[src/hw/bitpack_pkg.sv]
`default_nettype none

package bitpack_pkg;

   // symbol word and field widths
   localparam int SYM_W      = 24;
   localparam int RAW_LEN_W  = 5;
   localparam int RAW_BITS_W = 16;
   localparam int UE_VAL_W   = 8;

   // exp-golomb code of 255 is the longest code
   localparam int CODE_MAX_W = 17;

   typedef enum logic {
      SYM_RAW = 1'b0,
      SYM_UE  = 1'b1
   } sym_kind_e;

   // raw view keeps the bits right-aligned and uses only the low len bits
   typedef struct packed {
      sym_kind_e                         kind;
      logic [RAW_LEN_W-1:0]              len;
      logic [SYM_W-RAW_LEN_W-RAW_BITS_W-2:0] pad;
      logic [RAW_BITS_W-1:0]             bits;
   } sym_raw_t;

   // unsigned exp-golomb value
   typedef struct packed {
      sym_kind_e                  kind;
      logic [SYM_W-UE_VAL_W-2:0]  pad;
      logic [UE_VAL_W-1:0]        value;
   } sym_ue_t;

   // kind bit is the msb in both views
   typedef union packed {
      sym_raw_t raw;
      sym_ue_t  ue;
   } sym_word_u;

endpackage

`default_nettype wire

[src/hw/bitq_if.sv]
`timescale 1ns/1ps
`default_nettype none

interface bitq_if #(
   parameter int WDATA_W = bitpack_pkg::CODE_MAX_W,
   parameter int RDATA_W = 8,
   parameter int REG_W   = 32
);

   // code is left-aligned in wdata
   logic                     write;
   logic [$clog2(WDATA_W):0] wlen;
   logic [WDATA_W-1:0]       wdata;
   logic [$clog2(REG_W):0]   wlevel;

   // every read takes RDATA_W bits
   logic                     read;
   logic [RDATA_W-1:0]       rdata;
   logic [$clog2(REG_W):0]   rlevel;

   // writer also sees read for same-cycle space
   modport wr_mp (output write, wlen, wdata, input wlevel, read);

   modport rd_mp (output read, input rdata, rlevel);

   modport fifo_mp (
      input  write, wlen, wdata, read,
      output wlevel, rdata, rlevel
   );

endinterface

`default_nettype wire

[src/hw/bit_fifo.sv]
`timescale 1ns/1ps
`default_nettype none

module bit_fifo #(
   parameter int WDATA_W = bitpack_pkg::CODE_MAX_W,
   parameter int RDATA_W = 8,
   parameter int REG_W   = 32
) (
   input wire logic clk_i,
   input wire logic arst_n_i,
   bitq_if.fifo_mp  q
);

   localparam int LVL_W = $clog2(REG_W) + 1;
   localparam logic [LVL_W-1:0] FULL_LVL = LVL_W'(REG_W);
   localparam logic [LVL_W-1:0] RD_STEP  = LVL_W'(RDATA_W);

   // valid bits sit at the top with zeros below rlevel
   logic [REG_W-1:0] data_q;
   logic [REG_W-1:0] data_d;
   logic [REG_W-1:0] shifted;
   logic [REG_W-1:0] wr_word;
   logic [REG_W-1:0] wr_mask;

   logic [LVL_W-1:0] wlevel_q;
   logic [LVL_W-1:0] wlevel_d;
   logic [LVL_W-1:0] rlevel_q;
   logic [LVL_W-1:0] rlevel_d;

   assign q.wlevel = wlevel_q;
   assign q.rlevel = rlevel_q;
   assign q.rdata  = data_q[REG_W-1 -: RDATA_W];

   // code moved to the register msb with unused low bits cleared
   assign wr_mask = ~({REG_W{1'b1}} >> q.wlen);

   always_comb begin
      wr_word = '0;
      wr_word[REG_W-1 -: WDATA_W] = q.wdata;
      wr_word = wr_word & wr_mask;
   end

   always_comb begin
      shifted  = data_q;
      rlevel_d = rlevel_q;
      wlevel_d = wlevel_q;

      // read first so the write lands behind the remaining bits
      if (q.read) begin
         shifted  = data_q << RDATA_W;
         rlevel_d = rlevel_q - RD_STEP;
         wlevel_d = wlevel_q + RD_STEP;
      end

      data_d = shifted;
      if (q.write) begin
         data_d   = shifted | (wr_word >> rlevel_d);
         rlevel_d = rlevel_d + LVL_W'(q.wlen);
         wlevel_d = wlevel_d - LVL_W'(q.wlen);
      end
   end

   always_ff @(posedge clk_i or negedge arst_n_i) begin
      if (!arst_n_i) begin
         data_q   <= '0;
         wlevel_q <= FULL_LVL;
         rlevel_q <= '0;
      end else begin
         data_q   <= data_d;
         wlevel_q <= wlevel_d;
         rlevel_q <= rlevel_d;
      end
   end

   // a write fits the free space plus any same-cycle read
   a_no_overflow: assert property (
      @(posedge clk_i) disable iff (!arst_n_i)
      q.write |-> int'(q.wlen) <= int'(wlevel_q) + (q.read ? RDATA_W : 0)
   );

   // emitter only reads whole bytes
   a_no_underflow: assert property (
      @(posedge clk_i) disable iff (!arst_n_i)
      q.read |-> rlevel_q >= RD_STEP
   );

   // levels stay complementary across every update
   a_level_sum: assert property (
      @(posedge clk_i) disable iff (!arst_n_i)
      int'(wlevel_q) + int'(rlevel_q) == REG_W
   );

endmodule

`default_nettype wire

[src/hw/bit_packer_top.sv]
`timescale 1ns/1ps
`default_nettype none

module bit_packer_top #(
   parameter int WDATA_W = bitpack_pkg::CODE_MAX_W,
   parameter int RDATA_W = 8,
   parameter int REG_W   = 32
) (
   input  wire logic                   clk_i,
   input  wire logic                   arst_n_i,

   // symbol input
   input  wire logic                   in_req_i,
   input  wire bitpack_pkg::sym_word_u in_sym_i,
   output logic                        in_ack_o,

   // byte output
   output logic                        out_req_o,
   output logic [RDATA_W-1:0]          out_data_o,
   input  wire logic                   out_ack_i
);

   bitq_if #(
      .WDATA_W(WDATA_W),
      .RDATA_W(RDATA_W),
      .REG_W  (REG_W)
   ) bitq ();

   sym_encoder #(
      .WDATA_W(WDATA_W),
      .RDATA_W(RDATA_W),
      .REG_W  (REG_W)
   ) i_sym_encoder (
      .clk_i   (clk_i),
      .arst_n_i(arst_n_i),
      .in_req_i(in_req_i),
      .in_sym_i(in_sym_i),
      .in_ack_o(in_ack_o),
      .q       (bitq.wr_mp)
   );

   bit_fifo #(
      .WDATA_W(WDATA_W),
      .RDATA_W(RDATA_W),
      .REG_W  (REG_W)
   ) i_bit_fifo (
      .clk_i   (clk_i),
      .arst_n_i(arst_n_i),
      .q       (bitq.fifo_mp)
   );

   byte_emitter #(
      .WDATA_W(WDATA_W),
      .RDATA_W(RDATA_W),
      .REG_W  (REG_W)
   ) i_byte_emitter (
      .clk_i     (clk_i),
      .arst_n_i  (arst_n_i),
      .q         (bitq.rd_mp),
      .out_req_o (out_req_o),
      .out_data_o(out_data_o),
      .out_ack_i (out_ack_i)
   );

endmodule

`default_nettype wire

[src/hw/byte_emitter.sv]
`timescale 1ns/1ps
`default_nettype none

module byte_emitter #(
   parameter int WDATA_W = bitpack_pkg::CODE_MAX_W,
   parameter int RDATA_W = 8,
   parameter int REG_W   = 32
) (
   input  wire logic         clk_i,
   input  wire logic         arst_n_i,
   bitq_if.rd_mp             q,
   output logic              out_req_o,
   output logic [RDATA_W-1:0] out_data_o,
   input  wire logic         out_ack_i
);

   localparam int LVL_W = $clog2(REG_W) + 1;
   localparam logic [LVL_W-1:0] RD_STEP = LVL_W'(RDATA_W);

   typedef enum logic [1:0] {
      ST_IDLE,
      ST_REQ,
      ST_REL
   } state_e;

   state_e             state_q;
   logic               req_q;
   logic [RDATA_W-1:0] data_q;

   // a stalled writer gets room once bytes drain below RDATA_W
   if (WDATA_W > REG_W - RDATA_W + 1) begin : g_size_chk
      $error("byte_emitter: REG_W too small for WDATA_W and RDATA_W");
   end

   assign q.read     = (state_q == ST_IDLE) && (q.rlevel >= RD_STEP);
   assign out_req_o  = req_q;
   assign out_data_o = data_q;

   always_ff @(posedge clk_i) begin
      if (q.read) begin
         data_q <= q.rdata;
      end
   end

   always_ff @(posedge clk_i or negedge arst_n_i) begin
      if (!arst_n_i) begin
         state_q <= ST_IDLE;
         req_q   <= 1'b0;
      end else begin
         case (state_q)
            ST_IDLE: begin
               if (q.read) begin
                  req_q   <= 1'b1;
                  state_q <= ST_REQ;
               end
            end
            ST_REQ: begin
               if (out_ack_i) begin
                  req_q   <= 1'b0;
                  state_q <= ST_REL;
               end
            end
            default: begin
               // wait for the sink to drop ack
               if (!out_ack_i) begin
                  state_q <= ST_IDLE;
               end
            end
         endcase
      end
   end

   a_data_stable: assert property (
      @(posedge clk_i) disable iff (!arst_n_i)
      out_req_o |=> !out_req_o || $stable(out_data_o)
   );

endmodule

`default_nettype wire

[src/hw/sym_encoder.sv]
`timescale 1ns/1ps
`default_nettype none

module sym_encoder #(
   parameter int WDATA_W = bitpack_pkg::CODE_MAX_W,
   parameter int RDATA_W = 8,
   parameter int REG_W   = 32
) (
   input  wire logic                   clk_i,
   input  wire logic                   arst_n_i,
   input  wire logic                   in_req_i,
   input  wire bitpack_pkg::sym_word_u in_sym_i,
   output logic                        in_ack_o,
   bitq_if.wr_mp                       q
);

   import bitpack_pkg::*;

   localparam int LEN_W = $clog2(WDATA_W) + 1;
   localparam int LVL_W = $clog2(REG_W) + 1;

   typedef enum logic [1:0] {
      ST_IDLE,
      ST_SPACE,
      ST_ACK,
      ST_REL
   } state_e;

   state_e state_q;
   logic   ack_q;
   logic   space_ok;
   logic   take;

   // decoded symbol with the value right-aligned before shifting
   logic [UE_VAL_W:0]  ue_vp1;
   int unsigned        ue_n;
   logic [WDATA_W-1:0] enc_val;
   logic [WDATA_W-1:0] enc_code;
   logic [LEN_W-1:0]   enc_len;

   // held code
   logic [WDATA_W-1:0] code_q;
   logic [LEN_W-1:0]   len_q;
   logic [LVL_W-1:0]   room;

   assign ue_vp1 = {1'b0, in_sym_i.ue.value} + 1'b1;

   // bit width of value+1
   always_comb begin
      ue_n = 1;
      for (int i = 0; i <= UE_VAL_W; i++) begin
         if (ue_vp1[i]) begin
            ue_n = i + 1;
         end
      end
   end

   always_comb begin
      case (in_sym_i.raw.kind)
         SYM_UE: begin
            // n-1 leading zeros come from the shift below
            enc_val = WDATA_W'(ue_vp1);
            enc_len = LEN_W'(2 * ue_n - 1);
         end
         default: begin
            enc_val = WDATA_W'(in_sym_i.raw.bits);
            enc_len = LEN_W'(in_sym_i.raw.len);
         end
      endcase
   end

   // left-align so bits above len drop off the top
   assign enc_code = enc_val << (WDATA_W - int'(enc_len));

   assign take = (state_q == ST_IDLE) && in_req_i;

   assign room     = q.wlevel + (q.read ? LVL_W'(RDATA_W) : '0);
   assign space_ok = int'(room) >= int'(len_q);

   assign q.write  = (state_q == ST_SPACE) && space_ok;
   assign q.wlen   = len_q;
   assign q.wdata  = code_q;
   assign in_ack_o = ack_q;

   always_ff @(posedge clk_i) begin
      if (take) begin
         code_q <= enc_code;
         len_q  <= enc_len;
      end
   end

   always_ff @(posedge clk_i or negedge arst_n_i) begin
      if (!arst_n_i) begin
         state_q <= ST_IDLE;
         ack_q   <= 1'b0;
      end else begin
         case (state_q)
            ST_IDLE: begin
               if (in_req_i) begin
                  state_q <= ST_SPACE;
               end
            end
            ST_SPACE: begin
               // stays here while the sink holds the buffer full
               if (space_ok) begin
                  ack_q   <= 1'b1;
                  state_q <= ST_ACK;
               end
            end
            ST_ACK: begin
               if (!in_req_i) begin
                  ack_q   <= 1'b0;
                  state_q <= ST_REL;
               end
            end
            default: begin
               state_q <= ST_IDLE;
            end
         endcase
      end
   end

   // source must send a length the buffer can take in one write
   a_len_range: assert property (
      @(posedge clk_i) disable iff (!arst_n_i)
      take |-> (enc_len >= LEN_W'(1)) && (int'(enc_len) <= WDATA_W)
   );

endmodule

`default_nettype wire

[config.mk]
export PLATFORM = sky130hd
export DESIGN_NAME = bit_packer_top
export DESIGN_NICKNAME = d
export VERILOG_FILES = /design/src/hw/bitpack_pkg.sv /design/src/hw/bitq_if.sv /design/src/hw/bit_fifo.sv /design/src/hw/bit_packer_top.sv /design/src/hw/byte_emitter.sv /design/src/hw/sym_encoder.sv
export SDC_FILE = /design/constraint.sdc
export NUM_CORES = 1
export LEC_CHECK = 0
export BUFFER_PORTS_ARGS = -buffer_cell sky130_fd_sc_hd__buf_2
export CAP_MARGIN = 5
export CORE_MARGIN = 1.5
export CORE_UTILIZATION = 25
export DETAILED_ROUTE_END_ITERATION = 8
export GPL_TIMING_DRIVEN = 0
export HOLD_SLACK_MARGIN = 0.15
export SKIP_CTS_REPAIR_TIMING = 1
export SYNTH_ARGS = -nofsm -noshare
export SYNTH_HDL_FRONTEND = slang
export SYNTH_HIERARCHICAL = 1
export SYNTH_SLANG_ARGS = --single-unit
[constraint.sdc]
create_clock -name clk_i -period 8.31 [get_ports clk_i]
set_clock_uncertainty 0.05 [all_clocks]
set_input_delay 2.0775 -clock clk_i [delete_from_list [all_inputs] [get_ports clk_i]]
set_output_delay 2.0775 -clock clk_i [all_outputs]
set_load 0.01 [all_outputs]
==> summary.md, run 1 <==
| Metric | Value |
|---|---|
| Reg2Reg Setup Slack | `3.91 ns` |
| Reg2Reg Depth | `13` |
| Num rows | `61` |
| Initial antenna violation count | `0` |
| Synthesis-to-layout area growth | `13.5%` |
| Measured slew at the worst slew-check pin | `1.17 ns` |
| Most common cell in the synthesized netlist | `dfrtp_1` |
| Ant. Diodes | `0` |
| Routed WL per cell | `16.4 um` |
| Area of the die | `0.0290 mm^2` |
| Final core utilization | `0.287` |
| Largest net degree at the start of global routing | `51` |
| CTS tree | `built` |
| Final WL | `19400 um` |
| 1st-pass router iterations | `5` |
| Hpwl dp | `14800 um` |
| Library cells used by synthesis | `98` |
| Syn_area_per_cell | `9.28 um^2` |
| Main combinational cell family by area after synthesis | `compound AO/OA/AOI/OAI gates` |
| Sequential share of the synthesized area | `0.312` |
| RSZ-0062 raised after global routing | `false` |
| DRC | `0` |
| First-pass GRT wire length | `31700 um` |
| WP data arrival | `5.48 ns` |
| Ratio of cells with drive above 1 in the final layout | `0.188` |
| Final WS setup | `2.88 ns` |
| Setup violators final | `0` |
| Power Density | `333 mW/mm^2` |
| Post-DR vias/cell | `5.20` |
| Min-delay worst type | `reg2reg` |
| # clock sinks | `81` |
| Compound-Gate Fraction of Synth Area | `0.253` |
| Core Area | `0.0276 mm^2` |
| Worst r2r dst | `i_bit_fifo/q.rlevel[0]` |
| Max IR drop VDD | `0.000101 V` |
| Setup CP Type | `in2reg` |
| PortBufs | `34` |
| Period Utilization, post-route | `0.654` |
| CP Max Fanout | `10` |
| Die span in x | `170 um` |
| Area of the mapped netlist | `0.00699 mm^2` |
| Total power | `2.64 mW` |
| Syn Nets | `811` |
| Post-Synthesis Cells | `754` |
| Nets@finish | `857` |
| Clock root buffer master | `clkbuf_16` |
| Number of CTS-inserted buffers | `9` |
| Hold endpoint | `i_byte_emitter/out_req_o` |
| Synth Area in Adders | `0.0540` |
| Routed Antenna Nets | `0` |
| Required @ worst endpoint | `8.36 ns` |
| Clock transition at the registers of the reported paths | `0.06 ns` |
| Longest Clk Path Bufs | `2` |
| Pins over their slew limit | `0` |
| Top FF cell, synth | `dfrtp_1` |
| Simple-Gate Fraction of Synth Area | `0.167` |
| Gr ovfl total | `0` |
| Crit start category | `input pin` |
| Multi-input combinational cell area | `0.00434 mm^2` |
| Total track usage | `0.137` |
| Final hold violations | `0` |
| Cell leakage power | `3.15 nW` |
| Achievable Freq | `0.184 GHz` |
| Synth top area cells | `dfrtp_1 (18%), edfxtp_1 (13%), mux2i_1 (6.3%), ha_1 (4.8%), mux4_2 (3.5%)` |
| Async SR Flop Fraction | `0.617` |
| XOR/XNOR Fraction of Synth Area | `0.0213` |
| Post-layout minimum cycle time | `5.43 ns` |
| Iteration-0 DRC Markers | `409` |
| Register Area | `0.00218 mm^2` |
| Area share of the largest cell type after synthesis | `0.175` |
| Clk Latency, worst-skew pair | `0.35 ns` |
| Placed insts | `1166` |
| Hold Startpoint | `i_byte_emitter/out_req_o` |
| CTS H-tree lvls | `3` |
| Most frequent cells after synthesis | `dfrtp_1 (49), nand2_1 (45), mux2i_1 (44), nor2_1 (44), a21oi_1 (42)` |
| Outcome | `complete, no violations` |
| Placement Setup Slack | `2.60 ns` |
| Non-filler instance count after layout | `1183` |
| Vias in the first global route | `6036` |
| RD Place Congestion | `0.923` |
| Cell taking the most area after synthesis | `dfrtp_1` |
| Mux cell area share after synthesis | `0.125` |
| Initial Util | `0.253` |
| Max-cap violations | `0` |
| #FFs+latches synth | `81` |
| I/O Pins | `38` |
| Total negative setup slack | `0 ns` |
| EDFF count, synth | `31` |
| R2R Path Start | `i_bit_fifo/q.rlevel[5]` |
| WHS Path Cells | `1` |
| Synth warnings | `6` |
| Max_slew headroom | `0.218` |
| Vias after detailed routing | `6154` |
| Crit path capture type | `flip-flop` |
| DIE HEIGHT | `170 um` |
| Fill cells | `3008` |
sequential cells by signal, indices dropped and copies added, names as in the netlist:
register / count
i_bit_fifo/data_q: 32
i_byte_emitter/out_data_o: 8
i_bit_fifo/q.wlevel: 6
i_sym_encoder/q.wdata: 17
i_sym_encoder/in_ack_o: 1
i_byte_emitter/out_req_o: 1
i_byte_emitter/state_q: 2
i_sym_encoder/state_q: 2
i_sym_encoder/q.wlen: 6
i_bit_fifo/q.rlevel: 6
layer usage:
layer  GRT usage  part of all wire
met1       0.180              0.47
met4      0.0496             0.025
met2       0.224              0.45
met3      0.0228             0.052
met5           0                 0
area by class of cell:
class | instances | area share
buffer | 59 | 0.0408
clock buffer | 10 | 0.0301
clock inverter | 6 | 0.00615
inverter | 40 | 0.0189
multi-input combinational | 574 | 0.546
sequential | 81 | 0.275
tap | 378 | 0.0596
timing repair buffer | 35 | 0.0229
worst max-delay path, stage by stage:
cell	delay, ns
buf_2	0.09
buf_4	0.15
and4_4	0.24
buf_6	0.14
nand3_1	0.07
o21ai_0	0.08
a22oi_1	0.08
o22ai_1	0.17
o21ai_0	0.12
nand2_1	0.09
ha_1	0.20
and2_1	0.18
nand3_1	0.13
a22oi_2	0.46
a211oi_1	0.14
o31ai_2	0.41
o22ai_1	0.21
and2_1	0.21
o31a_1	0.25
power by group:
group | total [mW] | internal, mW | switching [mW] | leakage [nW]
Sequential | 0.671 | 0.575 | 0.0957 | 0.948
Combinational | 1.58 | 0.636 | 0.946 | 2.06
Clock | 0.386 | 0.214 | 0.172 | 0.142
how the worst max path moves through the flow:
stage | from | to | slack, ns | depth (start not counted)
after floorplan | in_sym_i[1] | i_sym_encoder/q.wdata[2] | 3.07 | 15
after global placement | in_sym_i[1] | i_sym_encoder/q.wdata[12] | 2.60 | 19
after detailed placement | in_sym_i[1] | i_sym_encoder/q.wdata[12] | 2.60 | 19
after CTS | in_sym_i[1] | i_sym_encoder/q.wdata[10] | 2.95 | 19
after global routing | in_sym_i[1] | i_sym_encoder/q.wdata[12] | 2.55 | 19
final | in_sym_i[1] | i_sym_encoder/q.wdata[10] | 2.88 | 19
layout by cell type, fill, tap and decap left out, types with 11 or more instances in the layout:
| cell | count |
|---|---|
| a21o_1 | 11 |
| a21oi_1 | 42 |
| and2_1 | 12 |
| buf_2 | 53 |
| buf_4 | 13 |
| clkbuf_1 | 20 |
| dfrtp_1 | 49 |
| edfxtp_1 | 31 |
| ha_1 | 27 |
| inv_1 | 39 |
| mux2_2 | 13 |
| mux2i_1 | 44 |
| mux4_2 | 11 |
| nand2_1 | 45 |
| nand3_1 | 17 |
| nor2_1 | 44 |
| nor2b_1 | 16 |
| nor3_1 | 21 |
| o21ai_0 | 29 |
| o21ai_1 | 11 |
| o22ai_1 | 14 |
metrics by stage:
step / hold slack [ns] / area, um^2
2_1_floorplan: 0.406 / 6990
3_3_place_gp: 0.421 / 7640
3_5_place_dp: 0.432 / 7640
4_1_cts: 0.451 / 7930
5_1_grt: 0.471 / 7940
6_report: 0.441 / 7940
cells by family after synthesis:
| group | after synthesis |
|---|---|
| AO/OA/AOI/OAI | 242 |
| XOR/XNOR | 17 |
| adder cells (fa/ha/maj) | 29 |
| buffers and inverters | 99 |
| flip-flops | 81 |
| multiplexers | 71 |
| AND/OR/NAND/NOR | 215 |
No activity file was read; power rests on OpenSTA's default activity.
==> run 2, diff against run 1 <==
clock period = 4.81 ns   (was 8.31 ns; I/O delays follow)
==> run 2 against run 1 <==
  * Register-to-register slack worse by 3.5 ns
  * Clock-buffer cell count stayed put
  * First-iteration DRC count grew 2.0%
  * Critical path type unchanged
  * Critical endpoint is now i_sym_encoder/q.wdata[3]
  * Highest routed layer unchanged
==> summary.md, run 2 (synthesized netlist as in run 1, its figures left out) <==
| Metric | Value |
|---|---|
| Number of CTS-inserted buffers | `9 (unchanged)` |
| Final hold violations | `0 (unchanged)` |
| Outcome | `complete, no violations (unchanged)` |
| CTS H-tree lvls | `3 (unchanged)` |
| Fill cells | `3006 (was 3008)` |
| Top Usage Layer GRT | `met2 (unchanged)` |
| Total track usage | `0.137 (unchanged)` |
| DRC | `0 (unchanged)` |
| 1st-pass router iterations | `5 (unchanged)` |
| Final WL | `19300 um (was 19400 um)` |
| Global-route met2 utilization | `0.224 (unchanged)` |
| Hold Startpoint | `i_byte_emitter/out_req_o (unchanged)` |
| First-pass GRT wire length | `31700 um (unchanged)` |
| Non-filler instance count after layout | `1184 (was 1183)` |
| Largest net degree at the start of global routing | `51 (unchanged)` |
| Hold slack | `0.441 ns (about the same)` |
| Area of the die | `0.0290 mm^2 (unchanged)` |
| Most flops, register | `i_bit_fifo/data_q (unchanged)` |
| Ratio of cells with drive above 1 in the final layout | `0.189 (was 0.188)` |
| Gr ovfl total | `0 (unchanged)` |
| Period Utilization, post-route | `0.932` |
| Initial Util | `0.253 (unchanged)` |
| GR Util met3 | `0.0228 (unchanged)` |
| Max IR drop VDD | `0.000175 V (was 0.000101 V)` |
| Max-cap violations | `0 (unchanged)` |
| Reg2Reg Setup Slack | `0.44 ns (was 3.91 ns)` |
| Most common cell after layout, fill and taps aside | `buf_2 (unchanged)` |
| Clock transition at the registers of the reported paths | `0.06 ns (about the same)` |
| Core Area | `0.0276 mm^2 (unchanged)` |
| Critical-path cell list | `buf_2 > buf_4 > and4_4 > buf_6 > nand2_1 > a22oi_1 > o22ai_1 > o21ai_0 > nand2_1 > ha_1 > and2_1 > o211ai_1 > o211ai_1 > nor3_4 > nand3_1 > mux2_4 > or3_4 > buf_6 > nor3_2 (was buf_2 > buf_4 > and4_4 > buf_6 > nand3_1 > o21ai_0 > a22oi_1 > o22ai_1 > o21ai_0 > nand2_1 > ha_1 > and2_1 > nand3_1 > a22oi_2 > a211oi_1 > o31ai_2 > o22ai_1 > and2_1 > o31a_1)` |
| DIE HEIGHT | `170 um (unchanged)` |
| Initial antenna violation count | `0 (unchanged)` |
| Setup violators final | `0 (unchanged)` |
| Cell leakage power | `3.16 nW (was 3.15 nW)` |
| RSZ-0062 raised after global routing | `false (unchanged)` |
| Longest Clk Path Bufs | `2 (unchanged)` |
| CP Max Fanout | `10 (unchanged)` |
| M1 GR Usage | `0.180 (unchanged)` |
| Crit-path max cell delay | `0.35 ns (was 0.46 ns)` |
| Post-layout minimum cycle time | `4.48 ns` |
| Clock root buffer master | `clkbuf_16 (unchanged)` |
| Routed Antenna Nets | `0 (unchanged)` |
| Measured slew at the worst slew-check pin | `1.17 ns (about the same)` |
| # clock sinks | `81 (unchanged)` |
| Max reg flops | `32 (unchanged)` |
| Die span in x | `170 um (unchanged)` |
| Iteration-0 DRC Markers | `417 (was 409)` |
| Total power | `4.56 mW (was 2.64 mW)` |
| Crit path capture type | `flip-flop (unchanged)` |
| RD Place Congestion | `0.923 (unchanged)` |
| R2R Path Start | `i_bit_fifo/q.rlevel[5] (unchanged)` |
| Ant. Diodes | `0 (unchanged)` |
| Post-DR vias/cell | `5.19 (was 5.20)` |
| Hold endpoint | `i_byte_emitter/out_req_o (unchanged)` |
| Slowest-stage cell, CP | `or3_4 (was a22oi_2)` |
| Synthesis-to-layout area growth | `13.6% (was 13.5%)` |
| Hpwl dp | `14800 um (unchanged)` |
| WHS Path Cells | `1 (unchanged)` |
| CTS tree | `built (unchanged)` |
| Final core utilization | `0.288 (was 0.287)` |
| Reg2Reg Depth | `13 (unchanged)` |
| Nets@finish | `858 (was 857)` |
| Power Density | `574 mW/mm^2 (was 333 mW/mm^2)` |
| PortBufs | `34 (unchanged)` |
| WP data arrival | `4.62 ns (was 5.48 ns)` |
| Vias after detailed routing | `6147 (was 6154)` |
| Placed insts | `1166 (unchanged)` |
| Worst r2r dst | `i_bit_fifo/q.rlevel[0] (unchanged)` |
| Clk Latency, worst-skew pair | `0.35 ns (about the same)` |
| Achievable Freq | `0.223 GHz` |
| Required @ worst endpoint | `4.94 ns (was 8.36 ns)` |
| Crit start category | `input pin (unchanged)` |
| Setup CP Type | `in2reg (unchanged)` |
| Min-delay worst type | `reg2reg (unchanged)` |
| Pins over their slew limit | `0 (unchanged)` |
| Vias in the first global route | `6036 (unchanged)` |
| Num rows | `61 (unchanged)` |
| I/O Pins | `38 (unchanged)` |
| Most frequent cells in the layout | `buf_2 (53), dfrtp_1 (49), nand2_1 (45) (unchanged)` |
| Routed WL per cell | `16.3 um (was 16.4 um)` |
| Total negative setup slack | `0 ns (unchanged)` |
| Max_slew headroom | `0.218 (about the same)` |
==> run 2: worst max-delay path by stage <==
stage	depth (start not counted)	slack (ns)	start	to
2_1_floorplan	15	0.45	in_sym_i[1]	i_sym_encoder/q.wdata[2]
3_3_place_gp	19	-0.03	in_sym_i[1]	i_sym_encoder/q.wdata[12]
3_5_place_dp	19	-0.03	in_sym_i[1]	i_sym_encoder/q.wdata[12]
4_1_cts	12	0.28	i_bit_fifo/q.rlevel[5]	i_bit_fifo/q.rlevel[0]
5_1_grt	19	0.02	in_sym_i[1]	i_sym_encoder/q.wdata[3]
6_report	19	0.33	in_sym_i[1]	i_sym_encoder/q.wdata[3]
==> run 2: stage by stage <==
stage / worst slack [ns] / instance area (um^2)
after floorplan: 0.446 / 6990
after CTS: 0.276 / 7930
after global placement: -0.0281 / 7640
after detailed placement: -0.0273 / 7640
after global routing: 0.0171 / 7940
final: 0.328 / 7940
==> run 2: area by class of cell <==
class,count,area (um^2),area share
Multi-Input combinational cell,574,4340,0.546
Buffer,59,324,0.0408
Sequential cell,81,2180,0.275
Clock inverter,6,48.8,0.00614
Timing Repair Buffer,36,189,0.0238
Clock buffer,10,239,0.0301
Inverter,40,150,0.0189
Tap cell,378,473,0.0595
==> run 2: layer usage <==
layer | part of all wire | routed length, um
met5 | 0 | 0
met1 | 0.47 | 9070
met2 | 0.45 | 8780
met3 | 0.053 | 1020
met4 | 0.024 | 472
==> run 2: where the power goes <==
group          internal, mW  switching (mW)  total [mW]
Clock                 0.370           0.297       0.667
Sequential            0.994           0.165        1.16
Combinational          1.10            1.63        2.73
==> run 2: worst max-delay path: cells and delay by family <==
| family | cells | cell delay (ns) |
|---|---|---|
| and+or+nand+nor | 8 | 1.59 |
| AOI/OAI and AO/OA | 5 | 0.74 |
| muxes | 1 | 0.32 |
| adders and majority gates | 1 | 0.23 |
| buffers and inverters | 4 | 0.53 |
==> run 3, diff against run 2 <==
PLACE_DENSITY = 0.38   (was default)
==> run 3 against run 2 <==
  * Fmax down 2.3%
  * Non-clock buffer count down 1
  * Via count down 1.3%
  * Combinational power about the same
  * Die area unchanged
  * Total power up 2.4%
  * Sequential cell count unchanged
  * Hold slack better by 0.0087 ns
  * Register-to-register slack better by 0.03 ns
  * Sequential power about the same
  * Critical endpoint is now i_sym_encoder/q.wdata[13]
  * Highest routed layer unchanged
==> summary.md, run 3 (synthesized netlist as in run 1, its figures left out) <==
| Metric | Value |
|---|---|
| Register Area | `0.00218 mm^2 (unchanged)` |
| Achievable Freq | `0.218 GHz (was 0.223 GHz)` |
| Most frequent cells in the layout | `buf_2 (52), dfrtp_1 (49), nand2_1 (45) (was buf_2 (53), dfrtp_1 (49), nand2_1 (45))` |
| Clk Latency, worst-skew pair | `0.35 ns (about the same)` |
| Crit path capture type | `flip-flop (unchanged)` |
| Crit-path max cell delay | `0.38 ns (was 0.35 ns)` |
| Total power | `4.66 mW (was 4.56 mW)` |
| Post-Layout Inst Area | `0.00797 mm^2 (was 0.00794 mm^2)` |
| Number of CTS-inserted buffers | `9 (unchanged)` |
| Slowest-stage cell, CP | `or3_1 (was or3_4)` |
| Critical path buffer and inverter count | `5 (was 4)` |
| Hpwl dp | `17200 um (was 14800 um)` |
| Core Area | `0.0276 mm^2 (unchanged)` |
| Fill cells | `3034 (was 3006)` |
| Cell Area, Placed | `0.00764 mm^2 (about the same)` |
| Setup CP Type | `in2reg (unchanged)` |
| GR Util met3 | `0.0163 (was 0.0228)` |
| Pins over their slew limit | `0 (unchanged)` |
| Max_slew headroom | `0.309 (was 0.218)` |
| DRC | `0 (unchanged)` |
| Num rows | `61 (unchanged)` |
| Initial Util | `0.253 (unchanged)` |
| # clock sinks | `81 (unchanged)` |
| RD Place Congestion | `0.819 (was 0.923)` |
| Power Density | `585 mW/mm^2 (was 574 mW/mm^2)` |
| Max IR drop VDD | `0.000188 V (was 0.000175 V)` |
| Max-cap violations | `0 (unchanged)` |
| Nets@finish | `857 (was 858)` |
| CTS tree | `built (unchanged)` |
| Period Utilization, post-route | `0.954 (was 0.932)` |
| Max reg flops | `32 (unchanged)` |
| Top Usage Layer GRT | `met2 (unchanged)` |
| M1 GR Usage | `0.209 (was 0.180)` |
| I/O Pins | `38 (unchanged)` |
| Crit start category | `input pin (unchanged)` |
| Routed Antenna Nets | `0 (unchanged)` |
| Min-delay worst type | `reg2reg (unchanged)` |
| Critical-path cell list | `buf_2 > ha_1 > buf_4 > inv_1 > o32a_1 > o21ai_2 > nor2_1 > ha_1 > inv_1 > or3_1 > mux2i_2 > o21ai_2 > mux2_4 > or3_4 > buf_6 > o2bb2ai_1 (was buf_2 > buf_4 > and4_4 > buf_6 > nand2_1 > a22oi_1 > o22ai_1 > o21ai_0 > nand2_1 > ha_1 > and2_1 > o211ai_1 > o211ai_1 > nor3_4 > nand3_1 > mux2_4 > or3_4 > buf_6 > nor3_2)` |
| WP data arrival | `4.71 ns (was 4.62 ns)` |
| Measured slew at the worst slew-check pin | `1.04 ns (was 1.17 ns)` |
| Iteration-0 DRC Markers | `379 (was 417)` |
| Largest net degree at the start of global routing | `51 (unchanged)` |
| CP Max Fanout | `10 (unchanged)` |
| Die span in x | `170 um (unchanged)` |
| PortBufs | `34 (unchanged)` |
| Vias in the first global route | `6196 (was 6036)` |
| Area of the die | `0.0290 mm^2 (unchanged)` |
| Multi-input combinational cell area | `0.00434 mm^2 (about the same)` |
| Initial antenna violation count | `0 (unchanged)` |
| CTS H-tree lvls | `3 (unchanged)` |
| DIE HEIGHT | `170 um (unchanged)` |
| Clock transition at the registers of the reported paths | `0.07 ns (was 0.06 ns)` |
| Routed WL per cell | `18.6 um (was 16.3 um)` |
| CP delay by family, top | `compound AO/OA/AOI/OAI gates (was simple AND/OR/NAND/NOR gates)` |
| Outcome | `complete, no violations (unchanged)` |
| Total track usage | `0.158 (was 0.137)` |
| First-pass GRT wire length | `35800 um (was 31700 um)` |
| Clock root buffer master | `clkbuf_16 (unchanged)` |
| Ratio of cells with drive above 1 in the final layout | `0.189 (about the same)` |
| Final WL | `22000 um (was 19300 um)` |
| Most common cell after layout, fill and taps aside | `buf_2 (unchanged)` |
| Ant. Diodes | `0 (unchanged)` |
| Final core utilization | `0.288 (about the same)` |
| Gr ovfl total | `0 (unchanged)` |
| Vias after detailed routing | `6066 (was 6147)` |
| Synthesis-to-layout area growth | `13.9% (was 13.6%)` |
| Cell leakage power | `3.17 nW (was 3.16 nW)` |
| RSZ-0062 raised after global routing | `false (unchanged)` |
| Post-layout minimum cycle time | `4.59 ns (was 4.48 ns)` |
| Longest Clk Path Bufs | `2 (unchanged)` |
| Most flops, register | `i_bit_fifo/data_q (unchanged)` |
| Setup violators final | `0 (unchanged)` |
| Final hold violations | `0 (unchanged)` |
| 1st-pass router iterations | `5 (unchanged)` |
| Global-route met2 utilization | `0.266 (was 0.224)` |
| Required @ worst endpoint | `4.94 ns (about the same)` |
| Post-DR vias/cell | `5.13 (was 5.19)` |
## run 3: changes by cell type in the layout (fill, tap and decap cells not counted), sizes merged
cell	before	now
bufinv	0	1
clkbuf	30	31
inv	44	43
buf	75	74
clkinvlp	1	0
## run 3: area by class of cell
class / instances / area share
Timing Repair Buffer: 35 / 0.0226
Sequential cell: 81 / 0.274
Multi-Input combinational cell: 574 / 0.545
Clock inverter: 5 / 0.00738
Inverter: 40 / 0.0188
Tap cell: 378 / 0.0594
Buffer: 59 / 0.0407
Clock buffer: 11 / 0.0319
## run 3: final timing paths
path	start	endpoint	slack, ns	cells past startpoint
worst max-delay path	in_sym_i[0]	i_sym_encoder/q.wdata[13]	0.22	16
worst min-delay path	i_byte_emitter/out_req_o	i_byte_emitter/out_req_o	0.45	1
max in group asynchronous	arst_n_i	i_bit_fifo/q.wlevel[1]	3.39	1
worst min register to register	i_byte_emitter/out_req_o	i_byte_emitter/out_req_o	0.45	1
min in group asynchronous	arst_n_i	i_byte_emitter/out_req_o	0.83	1
worst max register to register	i_byte_emitter/state_q[0]	i_bit_fifo/data_q[12]	0.47	13
## run 3: power by group
part	internal [mW]	switching, mW
clock network	0.438	0.301
logic	1.09	1.67
registers	0.994	0.176
## run 3: stage by stage
step	hold slack [ns]	worst slack, ns	TNS (ns)	std cells
floorplan	0.406	0.446	0	754
CTS	0.450	0.119	0	1182
global route	0.491	0.0173	0	1183
detailed placement	0.432	-0.174	-1.08	1166
finish	0.450	0.224	0	1183
global placement	0.440	-0.214	-2.40	1166
## run 3: layer usage
layer  wire [um]  part of all wire
met4         610             0.028
met2       10400              0.47
met3         544             0.025
met5           0                 0
met1       10400              0.48
